File: src/hwcnn_params.svh
`ifndef HWCNN_PARAMS_SVH
`define HWCNN_PARAMS_SVH

//////////////////////////////////////////////////
// Storage sizes
`define HWCNN_FEAT_AW   6    // 64 feature bytes
`define HWCNN_KER_NUM   4
`define HWCNN_BIAS_NUM  4
`define HWCNN_RES_AW    5

//////////////////////////////////////////////////
// Datapath widths
`define HWCNN_DATA_W    8    // Signed features and weights
`define HWCNN_ACC_W     20
`define HWCNN_RES_W     16
`define HWCNN_LINE_W    5
`define HWCNN_INST_W    32

//////////////////////////////////////////////////
// APB host port and address map, one entry per address
`define HWCNN_APB_AW    12
`define HWCNN_APB_DW    32
`define HWCNN_FEAT_BASE 12'h000
`define HWCNN_KER_BASE  12'h100  // kernel*9 + tap
`define HWCNN_RES_BASE  12'h200

`endif
File: src/hwcnn_bus_pkg.sv
`include "hwcnn_params.svh"

package hwcnn_bus_pkg;

	typedef struct packed {
		logic                      psel;
		logic                      penable;
		logic                      pwrite;
		logic [`HWCNN_APB_AW-1:0]  paddr;
		logic [`HWCNN_APB_DW-1:0]  pwdata;
	} apb_req_t;

	typedef struct packed {
		logic                      pready;
		logic [`HWCNN_APB_DW-1:0]  prdata;
		logic                      pslverr;
	} apb_rsp_t;

endpackage

File: src/hwcnn_pkg.sv
`include "hwcnn_params.svh"

package hwcnn_pkg;

	typedef enum logic {
		CONV      = 1'b0,
		LOAD_BIAS = 1'b1
	} inst_op_e;

	typedef logic signed [`HWCNN_DATA_W-1:0] data_t;

	// CONV form, fields from MSB down
	typedef struct packed {
		inst_op_e                            op;
		logic [`HWCNN_FEAT_AW-1:0]           feat_start;
		logic [`HWCNN_LINE_W-1:0]            line_len;
		logic [`HWCNN_LINE_W-1:0]            out_count;
		logic [$clog2(`HWCNN_KER_NUM)-1:0]   ker_idx;
		logic [$clog2(`HWCNN_BIAS_NUM)-1:0]  bias_idx;
		logic [$clog2(`HWCNN_ACC_W)-1:0]     shift;
		logic                                relu;
		logic [`HWCNN_RES_AW-1:0]            res_start;
	} conv_inst_t;

	// LOAD_BIAS form
	typedef struct packed {
		inst_op_e                                                          op;
		logic [$clog2(`HWCNN_BIAS_NUM)-1:0]                                bias_idx;
		logic [`HWCNN_INST_W-1-$clog2(`HWCNN_BIAS_NUM)-`HWCNN_ACC_W-1:0]  rsvd;
		logic signed [`HWCNN_ACC_W-1:0]                                    imm;
	} bias_inst_t;

	typedef union packed {
		conv_inst_t conv;
		bias_inst_t bias;
	} inst_word_u;

	typedef data_t [8:0] window_t;  // Index row*3 + col
	typedef data_t [8:0] kernel_t;

	typedef struct packed {
		logic signed [`HWCNN_ACC_W-1:0]   bias;
		logic [$clog2(`HWCNN_ACC_W)-1:0]  shift;
		logic                             relu;
	} pe_ctrl_t;

endpackage

File: src/hwcnn_top.sv
`timescale 1ns/1ps
`include "hwcnn_params.svh"

module hwcnn_top (
	input  logic                        clk,
	input  logic                        arst_n,
	input  hwcnn_bus_pkg::apb_req_t     apb_req,
	output hwcnn_bus_pkg::apb_rsp_t     apb_rsp,
	input  logic [`HWCNN_INST_W-1:0]    instruct,
	input  logic                        inst_empty,
	output logic                        inst_req,
	output logic                        busy
);
	import hwcnn_pkg::*;

	logic                                    feat_wr_en;
	logic [`HWCNN_FEAT_AW-1:0]               feat_wr_addr;
	logic [`HWCNN_DATA_W-1:0]                feat_wr_data;
	logic                                    ker_wr_en;
	logic [$clog2(`HWCNN_KER_NUM*9)-1:0]     ker_wr_addr;
	logic [`HWCNN_DATA_W-1:0]                ker_wr_data;
	logic [`HWCNN_RES_AW-1:0]                res_rd_addr;
	logic [`HWCNN_RES_W-1:0]                 res_rd_data;
	logic [2:0][`HWCNN_FEAT_AW-1:0]          col_addr;
	logic                                    col_valid;
	logic [$clog2(`HWCNN_KER_NUM)-1:0]       ker_idx;
	pe_ctrl_t                                pe_ctrl;
	logic                                    job_start;
	logic [`HWCNN_RES_AW-1:0]                res_start;
	logic [`HWCNN_LINE_W-1:0]                out_count;
	logic                                    job_done;
	window_t                                 window;
	logic                                    window_valid;
	kernel_t                                 kernel;
	logic signed [`HWCNN_RES_W-1:0]          result;
	logic                                    result_valid;

	apb_host_port hport (.*);

	topcontrol tctrl (.*);

	kernel_buffer kbuf (.*);

	feature_window fwin (.*);

	conv_pe_core pec (.*);

	write2control w2c (.*);

endmodule

File: src/write2control.sv
`timescale 1ns/1ps
`include "hwcnn_params.svh"

module write2control (
	input  logic                            clk,
	input  logic                            arst_n,
	input  logic                            job_start,
	input  logic [`HWCNN_RES_AW-1:0]        res_start,
	input  logic [`HWCNN_LINE_W-1:0]        out_count,
	input  logic signed [`HWCNN_RES_W-1:0]  result,
	input  logic                            result_valid,
	input  logic [`HWCNN_RES_AW-1:0]        res_rd_addr,
	output logic [`HWCNN_RES_W-1:0]         res_rd_data,
	output logic                            job_done
);
	logic [`HWCNN_RES_W-1:0]   res_mem [0:(1<<`HWCNN_RES_AW)-1];
	logic [`HWCNN_RES_AW-1:0]  wr_addr;
	logic [`HWCNN_LINE_W-1:0]  remain;  // Results still due in this job

	assign job_done = result_valid && (remain == `HWCNN_LINE_W'(1));

	always_ff @(posedge clk or negedge arst_n) begin
		if (!arst_n) begin
			wr_addr <= '0;
			remain  <= '0;
		end else if (job_start) begin
			wr_addr <= res_start;
			remain  <= out_count;
		end else if (result_valid) begin
			wr_addr <= wr_addr + 1'b1;
			remain  <= remain - 1'b1;
		end
	end

	// Write port from the PE, registered read port for the host
	always_ff @(posedge clk) begin
		if (result_valid)
			res_mem[wr_addr] <= result;
		res_rd_data <= res_mem[res_rd_addr];
	end

endmodule

File: src/conv_pe_core.sv
`timescale 1ns/1ps
`include "hwcnn_params.svh"

module conv_pe_core (
	input  logic                            clk,
	input  logic                            arst_n,
	input  hwcnn_pkg::window_t              window,
	input  logic                            window_valid,
	input  hwcnn_pkg::kernel_t              kernel,
	input  hwcnn_pkg::pe_ctrl_t             pe_ctrl,
	output logic signed [`HWCNN_RES_W-1:0]  result,
	output logic                            result_valid
);
	import hwcnn_pkg::*;

	localparam int PROD_W  = 2 * `HWCNN_DATA_W;
	localparam int SUM_W   = `HWCNN_ACC_W + 1;  // Headroom for bias add
	localparam int RES_MAX = (1 << (`HWCNN_RES_W - 1)) - 1;
	localparam int RES_MIN = -(1 << (`HWCNN_RES_W - 1));

	logic signed [PROD_W-1:0]        prod_q [9];
	pe_ctrl_t                        ctrl_s1;
	pe_ctrl_t                        ctrl_s2;
	logic                            valid_s1;
	logic                            valid_s2;
	logic signed [SUM_W-1:0]         sum_d;
	logic signed [SUM_W-1:0]         sum_q;
	logic signed [SUM_W-1:0]         shifted;
	logic signed [`HWCNN_RES_W-1:0]  res_d;

	//////////////////////////////////////////////////
	// Adder tree plus bias, then shift/ReLU/saturate
	always_comb begin
		sum_d = SUM_W'(ctrl_s1.bias);
		for (int i = 0; i < 9; i++)
			sum_d = sum_d + SUM_W'(prod_q[i]);
	end

	always_comb begin
		shifted = sum_q >>> ctrl_s2.shift;
		if (ctrl_s2.relu && shifted < 0)
			res_d = '0;
		else if (shifted > RES_MAX)
			res_d = `HWCNN_RES_W'(RES_MAX);
		else if (shifted < RES_MIN)
			res_d = `HWCNN_RES_W'(RES_MIN);
		else
			res_d = `HWCNN_RES_W'(shifted);
	end

	always_ff @(posedge clk) begin
		for (int i = 0; i < 9; i++)
			prod_q[i] <= window[i] * kernel[i];  // Stage 1
		ctrl_s1 <= pe_ctrl;
		sum_q   <= sum_d;  // Stage 2
		ctrl_s2 <= ctrl_s1;
		result  <= res_d;  // Stage 3
	end

	always_ff @(posedge clk or negedge arst_n) begin
		if (!arst_n) begin
			valid_s1     <= 1'b0;
			valid_s2     <= 1'b0;
			result_valid <= 1'b0;
		end else begin
			valid_s1     <= window_valid;
			valid_s2     <= valid_s1;
			result_valid <= valid_s2;
		end
	end

endmodule

File: src/feature_window.sv
`timescale 1ns/1ps
`include "hwcnn_params.svh"

module feature_window (
	input  logic                            clk,
	input  logic                            arst_n,
	input  logic                            feat_wr_en,
	input  logic [`HWCNN_FEAT_AW-1:0]       feat_wr_addr,
	input  logic [`HWCNN_DATA_W-1:0]        feat_wr_data,
	input  logic [2:0][`HWCNN_FEAT_AW-1:0]  col_addr,
	input  logic                            col_valid,
	output hwcnn_pkg::window_t              window,
	output logic                            window_valid
);
	import hwcnn_pkg::*;

	data_t             feat_mem [0:(1<<`HWCNN_FEAT_AW)-1];
	data_t [2:0]       rd_col;     // One column, index is row
	data_t [2:0][2:0]  shift_col;  // [column][row], column 0 oldest
	logic              rd_valid;
	logic [1:0]        col_cnt;

	always_ff @(posedge clk) begin
		if (feat_wr_en)
			feat_mem[feat_wr_addr] <= feat_wr_data;
		if (col_valid) begin
			for (int r = 0; r < 3; r++)
				rd_col[r] <= feat_mem[col_addr[r]];
		end
		if (rd_valid)
			shift_col <= {rd_col, shift_col[2:1]};
	end

	always_ff @(posedge clk or negedge arst_n) begin
		if (!arst_n) begin
			rd_valid     <= 1'b0;
			col_cnt      <= '0;
			window_valid <= 1'b0;
		end else begin
			rd_valid     <= col_valid;
			window_valid <= rd_valid && (col_cnt == 2'd2);  // Third column onward
			if (!rd_valid)
				col_cnt <= '0;
			else if (col_cnt != 2'd2)
				col_cnt <= col_cnt + 1'b1;
		end
	end

	always_comb begin
		for (int r = 0; r < 3; r++)
			for (int c = 0; c < 3; c++)
				window[r*3 + c] = shift_col[c][r];
	end

endmodule

File: src/kernel_buffer.sv
`timescale 1ns/1ps
`include "hwcnn_params.svh"

module kernel_buffer (
	input  logic                                 clk,
	input  logic                                 ker_wr_en,
	input  logic [$clog2(`HWCNN_KER_NUM*9)-1:0]  ker_wr_addr,
	input  logic [`HWCNN_DATA_W-1:0]             ker_wr_data,
	input  logic [$clog2(`HWCNN_KER_NUM)-1:0]    ker_idx,
	output hwcnn_pkg::kernel_t                   kernel
);
	import hwcnn_pkg::*;

	data_t ker_mem [0:`HWCNN_KER_NUM*9-1];  // Nine taps per kernel, row major

	always_ff @(posedge clk) begin
		if (ker_wr_en)
			ker_mem[ker_wr_addr] <= ker_wr_data;
	end

	// All taps of one kernel in a single read
	always_ff @(posedge clk) begin
		for (int t = 0; t < 9; t++)
			kernel[t] <= ker_mem[ker_idx * 9 + t];
	end

endmodule

File: src/topcontrol.sv
`timescale 1ns/1ps
`include "hwcnn_params.svh"

module topcontrol (
	input  logic                               clk,
	input  logic                               arst_n,
	input  logic [`HWCNN_INST_W-1:0]           instruct,
	input  logic                               inst_empty,
	output logic                               inst_req,
	output logic [2:0][`HWCNN_FEAT_AW-1:0]     col_addr,
	output logic                               col_valid,
	output logic [$clog2(`HWCNN_KER_NUM)-1:0]  ker_idx,
	output hwcnn_pkg::pe_ctrl_t                pe_ctrl,
	output logic                               job_start,
	output logic [`HWCNN_RES_AW-1:0]           res_start,
	output logic [`HWCNN_LINE_W-1:0]           out_count,
	input  logic                               job_done,
	output logic                               busy
);
	import hwcnn_pkg::*;

	typedef enum logic [2:0] {
		ST_IDLE,
		ST_REQ,
		ST_FETCH,  // instruct valid from FIFO
		ST_RUN,
		ST_DRAIN   // Window and PE pipeline emptying
	} state_e;

	state_e                          state;
	inst_word_u                      inst_w;
	conv_inst_t                      conv_q;
	logic signed [`HWCNN_ACC_W-1:0]  bias_rf [`HWCNN_BIAS_NUM];
	logic [`HWCNN_LINE_W:0]          col_cnt;

	assign inst_w    = instruct;
	assign inst_req  = (state == ST_REQ);
	assign busy      = (state == ST_RUN) || (state == ST_DRAIN);
	assign col_valid = (state == ST_RUN);

	//////////////////////////////////////////////////
	// Fetch and job sequencing
	always_ff @(posedge clk or negedge arst_n) begin
		if (!arst_n) begin
			state     <= ST_IDLE;
			col_cnt   <= '0;
			job_start <= 1'b0;
		end else begin
			job_start <= 1'b0;
			case (state)
				ST_IDLE: begin
					if (!inst_empty)
						state <= ST_REQ;
				end
				ST_REQ: state <= ST_FETCH;
				ST_FETCH: begin
					if (inst_w.conv.op == CONV) begin
						state     <= ST_RUN;
						col_cnt   <= '0;
						job_start <= 1'b1;
					end else begin
						state <= ST_IDLE;
					end
				end
				ST_RUN: begin
					col_cnt <= col_cnt + 1'b1;
					if (col_cnt == conv_q.out_count + 1'b1)  // N+2 columns issued
						state <= ST_DRAIN;
				end
				ST_DRAIN: begin
					if (job_done)
						state <= ST_IDLE;
				end
				default: state <= ST_IDLE;
			endcase
		end
	end

	always_ff @(posedge clk) begin
		if (state == ST_FETCH && inst_w.conv.op == CONV)
			conv_q <= inst_w.conv;
	end

	always_ff @(posedge clk or negedge arst_n) begin
		if (!arst_n) begin
			for (int i = 0; i < `HWCNN_BIAS_NUM; i++)
				bias_rf[i] <= '0;
		end else if (state == ST_FETCH && inst_w.bias.op == LOAD_BIAS) begin
			bias_rf[inst_w.bias.bias_idx] <= inst_w.bias.imm;
		end
	end

	//////////////////////////////////////////////////
	// Job parameters held until done
	always_comb begin
		for (int r = 0; r < 3; r++)
			col_addr[r] = `HWCNN_FEAT_AW'(conv_q.feat_start + r * conv_q.line_len + col_cnt);
	end

	assign ker_idx   = conv_q.ker_idx;
	assign res_start = conv_q.res_start;
	assign out_count = conv_q.out_count;
	assign pe_ctrl   = '{bias: bias_rf[conv_q.bias_idx], shift: conv_q.shift, relu: conv_q.relu};

endmodule

File: src/apb_host_port.sv
`timescale 1ns/1ps
`include "hwcnn_params.svh"

module apb_host_port (
	input  logic                                 clk,
	input  logic                                 arst_n,
	input  hwcnn_bus_pkg::apb_req_t              apb_req,
	output hwcnn_bus_pkg::apb_rsp_t              apb_rsp,
	output logic                                 feat_wr_en,
	output logic [`HWCNN_FEAT_AW-1:0]            feat_wr_addr,
	output logic [`HWCNN_DATA_W-1:0]             feat_wr_data,
	output logic                                 ker_wr_en,
	output logic [$clog2(`HWCNN_KER_NUM*9)-1:0]  ker_wr_addr,
	output logic [`HWCNN_DATA_W-1:0]             ker_wr_data,
	output logic [`HWCNN_RES_AW-1:0]             res_rd_addr,
	input  logic [`HWCNN_RES_W-1:0]              res_rd_data
);
	localparam int KER_DEPTH = `HWCNN_KER_NUM * 9;

	logic [`HWCNN_APB_AW-1:0] feat_off;
	logic [`HWCNN_APB_AW-1:0] ker_off;
	logic [`HWCNN_APB_AW-1:0] res_off;
	logic                     access;
	logic                     bad;
	logic                     rd_wait;  // Result read in its wait state

	assign access   = apb_req.psel && apb_req.penable;
	assign feat_off = apb_req.paddr - `HWCNN_FEAT_BASE;  // Wraps high below base
	assign ker_off  = apb_req.paddr - `HWCNN_KER_BASE;
	assign res_off  = apb_req.paddr - `HWCNN_RES_BASE;

	// Writes only to feature/kernel, reads only from result
	assign bad = apb_req.pwrite ? !(feat_off < (1 << `HWCNN_FEAT_AW) || ker_off < KER_DEPTH)
	                            : !(res_off < (1 << `HWCNN_RES_AW));

	assign feat_wr_en   = access && apb_req.pwrite && (feat_off < (1 << `HWCNN_FEAT_AW));
	assign feat_wr_addr = feat_off[`HWCNN_FEAT_AW-1:0];
	assign feat_wr_data = apb_req.pwdata[`HWCNN_DATA_W-1:0];
	assign ker_wr_en    = access && apb_req.pwrite && (ker_off < KER_DEPTH);
	assign ker_wr_addr  = ker_off[$clog2(KER_DEPTH)-1:0];
	assign ker_wr_data  = apb_req.pwdata[`HWCNN_DATA_W-1:0];
	assign res_rd_addr  = res_off[`HWCNN_RES_AW-1:0];

	always_ff @(posedge clk or negedge arst_n) begin
		if (!arst_n)
			rd_wait <= 1'b0;
		else
			rd_wait <= access && !apb_req.pwrite && !bad && !rd_wait;
	end

	always_comb begin
		apb_rsp.pready  = access && (apb_req.pwrite || bad || rd_wait);
		apb_rsp.pslverr = access && bad;
		apb_rsp.prdata  = rd_wait ? `HWCNN_APB_DW'($signed(res_rd_data)) : '0;
	end

endmodule

File: config.mk
export PLATFORM = sky130hd
export DESIGN_NAME = hwcnn_top
export DESIGN_NICKNAME = d
export VERILOG_FILES = /design/src/hwcnn_bus_pkg.sv /design/src/hwcnn_pkg.sv /design/src/hwcnn_top.sv /design/src/write2control.sv /design/src/conv_pe_core.sv /design/src/feature_window.sv /design/src/kernel_buffer.sv /design/src/topcontrol.sv /design/src/apb_host_port.sv
export VERILOG_INCLUDE_DIRS = /design/src
export SDC_FILE = /design/constraint.sdc
export NUM_CORES = 2
export LEC_CHECK = 0
export ABC_AREA = 0
export BUFFER_PORTS_ARGS = -buffer_cell sky130_fd_sc_hd__buf_2
export CAP_MARGIN = 25
export CORE_MARGIN = 8
export CORE_UTILIZATION = 45
export CTS_BUF_LIST = sky130_fd_sc_hd__clkbuf_8 sky130_fd_sc_hd__clkbuf_16
export CTS_CLUSTER_DIAMETER = 100
export DETAILED_ROUTE_END_ITERATION = 10
export GPL_TIMING_DRIVEN = 0
export PLACE_DENSITY = 0.7
export SLEW_MARGIN = 20
export SYNTH_ARGS = -nofsm -noshare
export SYNTH_HDL_FRONTEND = slang
export SYNTH_SLANG_ARGS = --single-unit
File: constraint.sdc
create_clock -name clk -period 5.8 [get_ports clk]
set_clock_uncertainty 0.15 [all_clocks]
set_input_delay 1.16 -clock clk [delete_from_list [all_inputs] [get_ports clk]]
set_output_delay 1.16 -clock clk [all_outputs]
set_load 0.01 [all_outputs]
* Yosys cells after proc, flatten, opt, wreduce, memory -nomap -nowiden
Memory sizes are Yosys's and may differ from the RTL's. A register that Yosys moved wholly into a read port is not among the register bits.
Cells that the tools add are included.
Widths: inputs -> output; s select.
** Cells by class
- Add/subtract/negate cells :: 29
- Multipliers :: 10
- Divide/modulo/power cells :: 0
- $lt $le $gt $ge :: 9
- Eq/ne operators :: 13
- Shifts and indexed selects :: 1
- Muxes and demuxes :: 31
- Bitwise gates (word level) :: 3
- Reduce and logical (&&, ||, !) cells :: 30
** Operators by type and width (count)
- $add 21x16->21 :: 8
- $mul 8x8->16 :: 9
- $bwmux 80 :: 1
- $mux 20 :: 3
- $bmux 20 s2 :: 1
- $demux 20 s2 :: 1
- $mux 32 :: 1
- $add 6x3->6 const B :: 4
- $add 6x6->6 :: 4
- $lt 12x6->1 const B :: 2
- $add 20x16->21 :: 1
- $gt 21x16->1 const B :: 1
- $lt 21x1->1 const B :: 1
- $lt 21x16->1 const B :: 1
- $sshr 21x5->21 :: 1
- $mux 5 :: 4
- $mux 16 :: 1
- $logic_and 1x1->1 :: 15
- $mux 15 :: 1
- $pmux 3 s5 :: 1
- $add 6x1->6 const B :: 2
- $add 6x2->6 const B :: 2
- $lt 12x7->1 const B :: 1
- $ne 2x2->1 const B :: 6
- 31 further kinds :: 54
** Storage, ports and cells
- Flip-flop bits (word level) :: 280
- Latch bits :: 0
- Bits in writable memories :: 1456
- ROM bits :: 0
- Input port bits :: 82
- Output and inout port bits :: 36
- Logic and storage cells :: 171
- Memories :: 4
** Memory list
- fwin.feat_mem :: depth 64, width 8, read ports 3, clocked after Yosys merged registers in 3, wr ports 1, RTL line feature_window.sv:17 : data_t feat_mem [0:(1<<`HWCNN_FEAT_AW)-1];
- w2c.res_mem :: depth 32, width 16, read ports 1, clocked after Yosys merged registers in 1, wr ports 1, RTL line write2control.sv:16 : logic [`HWCNN_RES_W-1:0] res_mem [0:(1<<`HWCNN_RES_AW)-1];
- kbuf.ker_mem :: depth 36, width 8, read ports 9, clocked after Yosys merged registers in 9, wr ports 1, RTL line kernel_buffer.sv:14 : data_t ker_mem [0:`HWCNN_KER_NUM*9-1];
- pec.prod_q :: depth 9, width 16, read ports 9, clocked after Yosys merged registers in 0, wr ports 9, RTL line conv_pe_core.sv:21 : logic signed [PROD_W-1:0] prod_q [9];

* Logic depth before layout (Yosys ltp)
An unclocked memory read counts as a cell.
- Depth in word-level cells :: 10
- Depth in mapped cells :: 18
- Depth with buffers taken out :: 18

* By module
Synthesis repeated with hierarchy kept, for this count alone.
** Unflattened totals
- Cells, all modules :: 7546
- Area, all modules :: 109068.4 um2
** Modules (own cells, without submodules)
- conv_pe_core :: instances 1, cells each 3218, area an instance 31726.7 um2, sequential area each 4339.2 um2
- feature_window :: instances 1, cells each 1643, area an instance 31196.2 um2, sequential area each 18357.6 um2
- write2control :: instances 1, cells each 1206, area an instance 21102.7 um2, sequential area each 15945.3 um2
- kernel_buffer :: instances 1, cells each 1004, area an instance 18562.8 um2, sequential area each 10089.7 um2
- topcontrol :: instances 1, cells each 382, area an instance 5811.8 um2, sequential area each 3183.1 um2
- apb_host_port :: instances 1, cells each 93, area an instance 668.1 um2, sequential area each 25.0 um2

* Worst setup path before layout
Ideal clock, no wire load.
- Path kind :: register -> register
- Start :: register pec.ctrl_s1[9] (netlist name)
- End :: register pec.sum_q[19]
- Setup time :: 72 ps
- Arrival :: 4530 ps
- Required time :: 5578 ps
- Setup slack :: 1048 ps
- Cell stages (with the launch flop) :: 18
- Path buffers :: 0
- Clock period less this slack :: 4752 ps
- Path through :: dfxtp_1 -> inv_1 -> fa_1 -> inv_1 -> fa_1 -> fa_1 -> fa_1 -> inv_1 -> fa_1 -> inv_1 -> ha_1 -> nor2b_1 -> o31ai_1 -> a2bb2oi_1 -> a41oi_1 -> a21oi_1 -> a221oi_1 -> xnor2_1
** On the way
- Word-level cells in the longest chain between the ends :: 9
** RTL lines
- from (decl) :: RTL line conv_pe_core.sv:22 : pe_ctrl_t ctrl_s1;
- from (signal assigned) :: RTL line conv_pe_core.sv:54 : ctrl_s1 <= pe_ctrl;
- $add 20x16->21 :: RTL line conv_pe_core.sv:36 : sum_d = sum_d + SUM_W'(prod_q[i]);
- $add 21x16->21 (8 in a row) :: RTL line conv_pe_core.sv:36
- named net pec.sum_d[19] :: RTL line conv_pe_core.sv:26 : logic signed [SUM_W-1:0] sum_d;
- to (signal assigned) :: RTL line conv_pe_core.sv:55 : sum_q <= sum_d;
- to (decl) :: RTL line conv_pe_core.sv:27 : logic signed [SUM_W-1:0] sum_q;
The timed path passes the listed nets, and every way through them passes these cells.
A chain may end at the register's enable or synchronous reset.

* Worst setup path in the final report
- Start :: register tctrl.col_cnt[0]
- End :: register fwin.rd_col[14] (netlist name) (read register of fwin.feat_mem), data pin
** On the way
- Word-level cells in the longest chain between the ends :: 1
** RTL lines
- from (decl) :: RTL line topcontrol.sv:34 : logic [`HWCNN_LINE_W:0] col_cnt;
- from (signal assigned) :: RTL line topcontrol.sv:66 : col_cnt <= col_cnt + 1'b1;
- $add 6x6->6 :: RTL line topcontrol.sv:97 : col_addr[r] = `HWCNN_FEAT_AW'(conv_q.feat_start + r * conv_q.line_len + col_cnt);
- to (decl) :: RTL line feature_window.sv:18 : data_t [2:0] rd_col;
Every way passes these cells.

==> flow_metrics.tcl <==
set metrics [dict create \
    cp.arrival_ps 6340 \
    relSlewSlack_pct 14.0 \
    grt_pass1_vias 76265 \
    die_w_um 510 \
    grt_first_pass_wirelength_um 590000 \
    hold_viol_final 0 \
    tightest_slew_ps 1290 \
    antenna_found_initial 48 \
    drt_iter0_markers 10815 \
    vias 76848 \
    globalRouteOverflowTotal 0 \
    async_reset_ff_share_pct 5.84 \
    io_buffers 90 \
    avgSynthCellArea_sq_um 13.4 \
    synth_largest_area_cell "edfxtp_1" \
    rsz0062_at_grt "no" \
    coreArea_sq_um 243000 \
    initial_core_util_pct 45.2 \
    final_max_slew_viol_count 0 \
    final_antenna_net_count 0 \
    viasPerCell 6.44 \
    drive_gt1_share_pct 18.2 \
    netlist_area_sq_um 110000 \
    crit_type "flip-flop to flip-flop" \
    insertion_delay_ps 910 \
    synth_most_common_cell "edfxtp_1" \
    seq_area_sq_um 52000 \
    fin_crit_sh_pct 104 \
    violations "negative setup slack" \
    period_minus_slack_ps 6030 \
    synth_warnings 0 \
    final_cells 11941 \
    cts_tree "built" \
    ys_ff_latch 1848 \
    syn_nets 9209 \
    syn-instance-count 8163 \
    row_count 181 \
    start_kind "flip-flop" \
    outcome "finished with violations" \
    synth-simple-area-share_pct 8.03 \
    nFillCells 20586 \
    dp.cells 11506 \
    ys.flop_type "edfxtp_1" \
    fin_ws_ps -228 \
    drc_errors 0 \
    cts_buffers 196 \
    place_hpwl_um 321000 \
    clkTransAtPathRegs_ps 70 \
    firstDrtPassIters 9 \
    synth_cell_types 90 \
    setup_viol 13 \
    ys_top_cells_by_count "1439 x edfxtp_1, 848 x inv_1, 650 x fa_1, 583 x mux4_2, 491 x nand2_1" \
    synthXorXnorAreaFrac_pct 1.55 \
    synth_top_family_by_area "multiplexers" \
    fmax_mhz 166 \
    synth_compound_area_share_pct 7.06 \
    areaGrowthSynthToFinish_pct 12.1 \
    grt.total_usage_pct 32.2 \
    synth_edf_count 1439 \
    clk_path_buf_depth 3 \
    die_y_um 510 \
    die-area_sq_um 260000 \
    cts_sinks 1848 \
    routed_wl_um 426000 \
    synth.area.top_cells "edfxtp_1 39%, mux4_2 12%, fa_1 12%" \
    post_drt_wl_per_cell_um 35.7 \
    layout.nets 9568 \
    cp_max_fo 10 \
    cts.root.buffer_cell "clkbuf_16" \
    synth_top_area_share_pct 39.4 \
    grt_max_degree 85 \
    io_pins 118 \
    place.gp.congestion 1.07 \
    max_cap_violations 0 \
    ys_seq_area_share_pct 47.3 \
    synthAdderAreaFrac_pct 15.4 \
    worstPathRequired_ps 6110 \
    worstSetupEndpointType "flip-flop" \
    multi_input_area_sq_um 53400 \
    hold_class "flip-flop to flip-flop" \
    htreeDepth 4 \
    muxShareOfSynthArea_pct 16.0 \
]
area by class of cell:
cell class                 count  area share, %
antenna                       45         0.0916
buffer                       428           1.58
clock buffer                 207           4.15
clock inverter               163           1.37
inverter                     850           2.60
multi-input combinational   5035           43.4
sequential                  1848           42.3
tap                         3202           3.26
timing repair buffer         163           1.24
registers in the layout, summed over array words and instances (netlist names), 13 cells and up:
signal / flops
pec.result: 16
tctrl.bias_rf: 80
pec.ctrl_s1: 26
kbuf.ker_mem: 288
fwin.window: 72
w2c.res_mem: 512
w2c.res_rd_data: 16
pec.prod_q: 144
pec.sum_q: 21
kbuf.kernel: 72
fwin.rd_col: 24
tctrl.conv_q: 13
fwin.feat_mem: 512
kinds of logic (layout without fill, tap and decap cells):
family,Yosys count,in the layout
buffers and inverters,1280,1811
other,0,45
xor gates and xnor gates,193,193
DFF,1848,1848
AOI/OAI and AO/OA,1139,1139
adders and majority gates,964,964
and+or+nand+nor,1746,1746
muxes,993,993
worst paths after layout:
path,start,to,slack (ps),cells after the start
max in group asynchronous,arst_n,tctrl.bias_rf[75]$_DFFE_PN0P_,4270,3
worst max register to register,tctrl.col_cnt[0]$_DFFE_PN0P_,fwin.rd_col[14]$_DFFE_PP_,-230,10
worst max-delay path,tctrl.col_cnt[0]$_DFFE_PN0P_,fwin.rd_col[14]$_DFFE_PP_,-230,10
worst min-delay path,tctrl.pe_ctrl[3]$_DFFE_PP_,pec.ctrl_s1[3]$_DFF_P_,190,0
worst min register to register,tctrl.pe_ctrl[3]$_DFFE_PP_,pec.ctrl_s1[3]$_DFF_P_,190,0
min in group asynchronous,arst_n,w2c.remain[2]$_DFFE_PN0P_,530,2
stage by stage:
| step | instance area [sq um] | worst slack (ps) | util [%] | TNS [ps] | hold WS, ps |
|---|---|---|---|---|---|
| after floorplan | 110000 | 1050 | - | 0 | 160 |
| after global placement | 114000 | -2630 | 47.0 | -430800 | 166 |
| after detailed placement | 115000 | -2470 | 47.6 | -126420 | 167 |
| after CTS | 123000 | 7.02 | 50.5 | 0 | 189 |
| after global routing | 123000 | 0.757 | 50.6 | 0 | 195 |
| final | 123000 | -228 | 50.6 | -887 | 185 |
critical path, cell delays in order, from the launching register on:
cell,delay [ps]
dfrtp_1,720
fa_1,570
ha_1,240
fa_2,950
buf_2,640
buf_2,700
mux4_2,400
mux2i_1,510
nand2_1,200
o211ai_1,150
a31oi_1,300
layout by cell type (no fill, tap or decap), types with 42 or more instances in the layout:
cell type,count
a211oi_1,68
nand4_1,42
a21oi_1,174
mux2i_1,217
xnor2_1,158
inv_1,885
nand3_1,93
clkbuf_1,220
nand2_1,491
edfxtp_1,1439
nor2_1,265
mux2_2,168
o21ai_0,294
buf_2,184
nor2b_1,43
dfxtp_1,285
and2_1,371
o211ai_1,98
clkinv_2,46
and3_1,99
mux4_2,583
a22oi_1,82
diode_2,45
ha_1,314
fa_1,649
dfrtp_1,105
clkbuf_16,200
buf_4,54
nand2b_1,137
layer usage:
layer | global-route usage, % | wire (um) | vias up
li1 | - | - | 30651
met1 | 41.0 | 156000 | 39403
met2 | 48.6 | 187000 | 5427
met3 | 10.6 | 52200 | 1339
met4 | 18.1 | 30800 | 28
met5 | 0.241 | 361 | -
timing repair:
| item | 4_1_cts | 5_1_grt |
|---|---|---|
| setup endpoints to repair | 74 | 20 |
| buffers inserted | 2 | 0 |
| endpoints found under the hold margin | 24 | 0 |
| hold buffers | 1 | 0 |
| resized for setup | 85 | 29 |
| pin swaps | 3 | 4 |
Power is not shown: default switching activity piles up to over one toggle a cycle in this logic, so the estimate is an artifact.
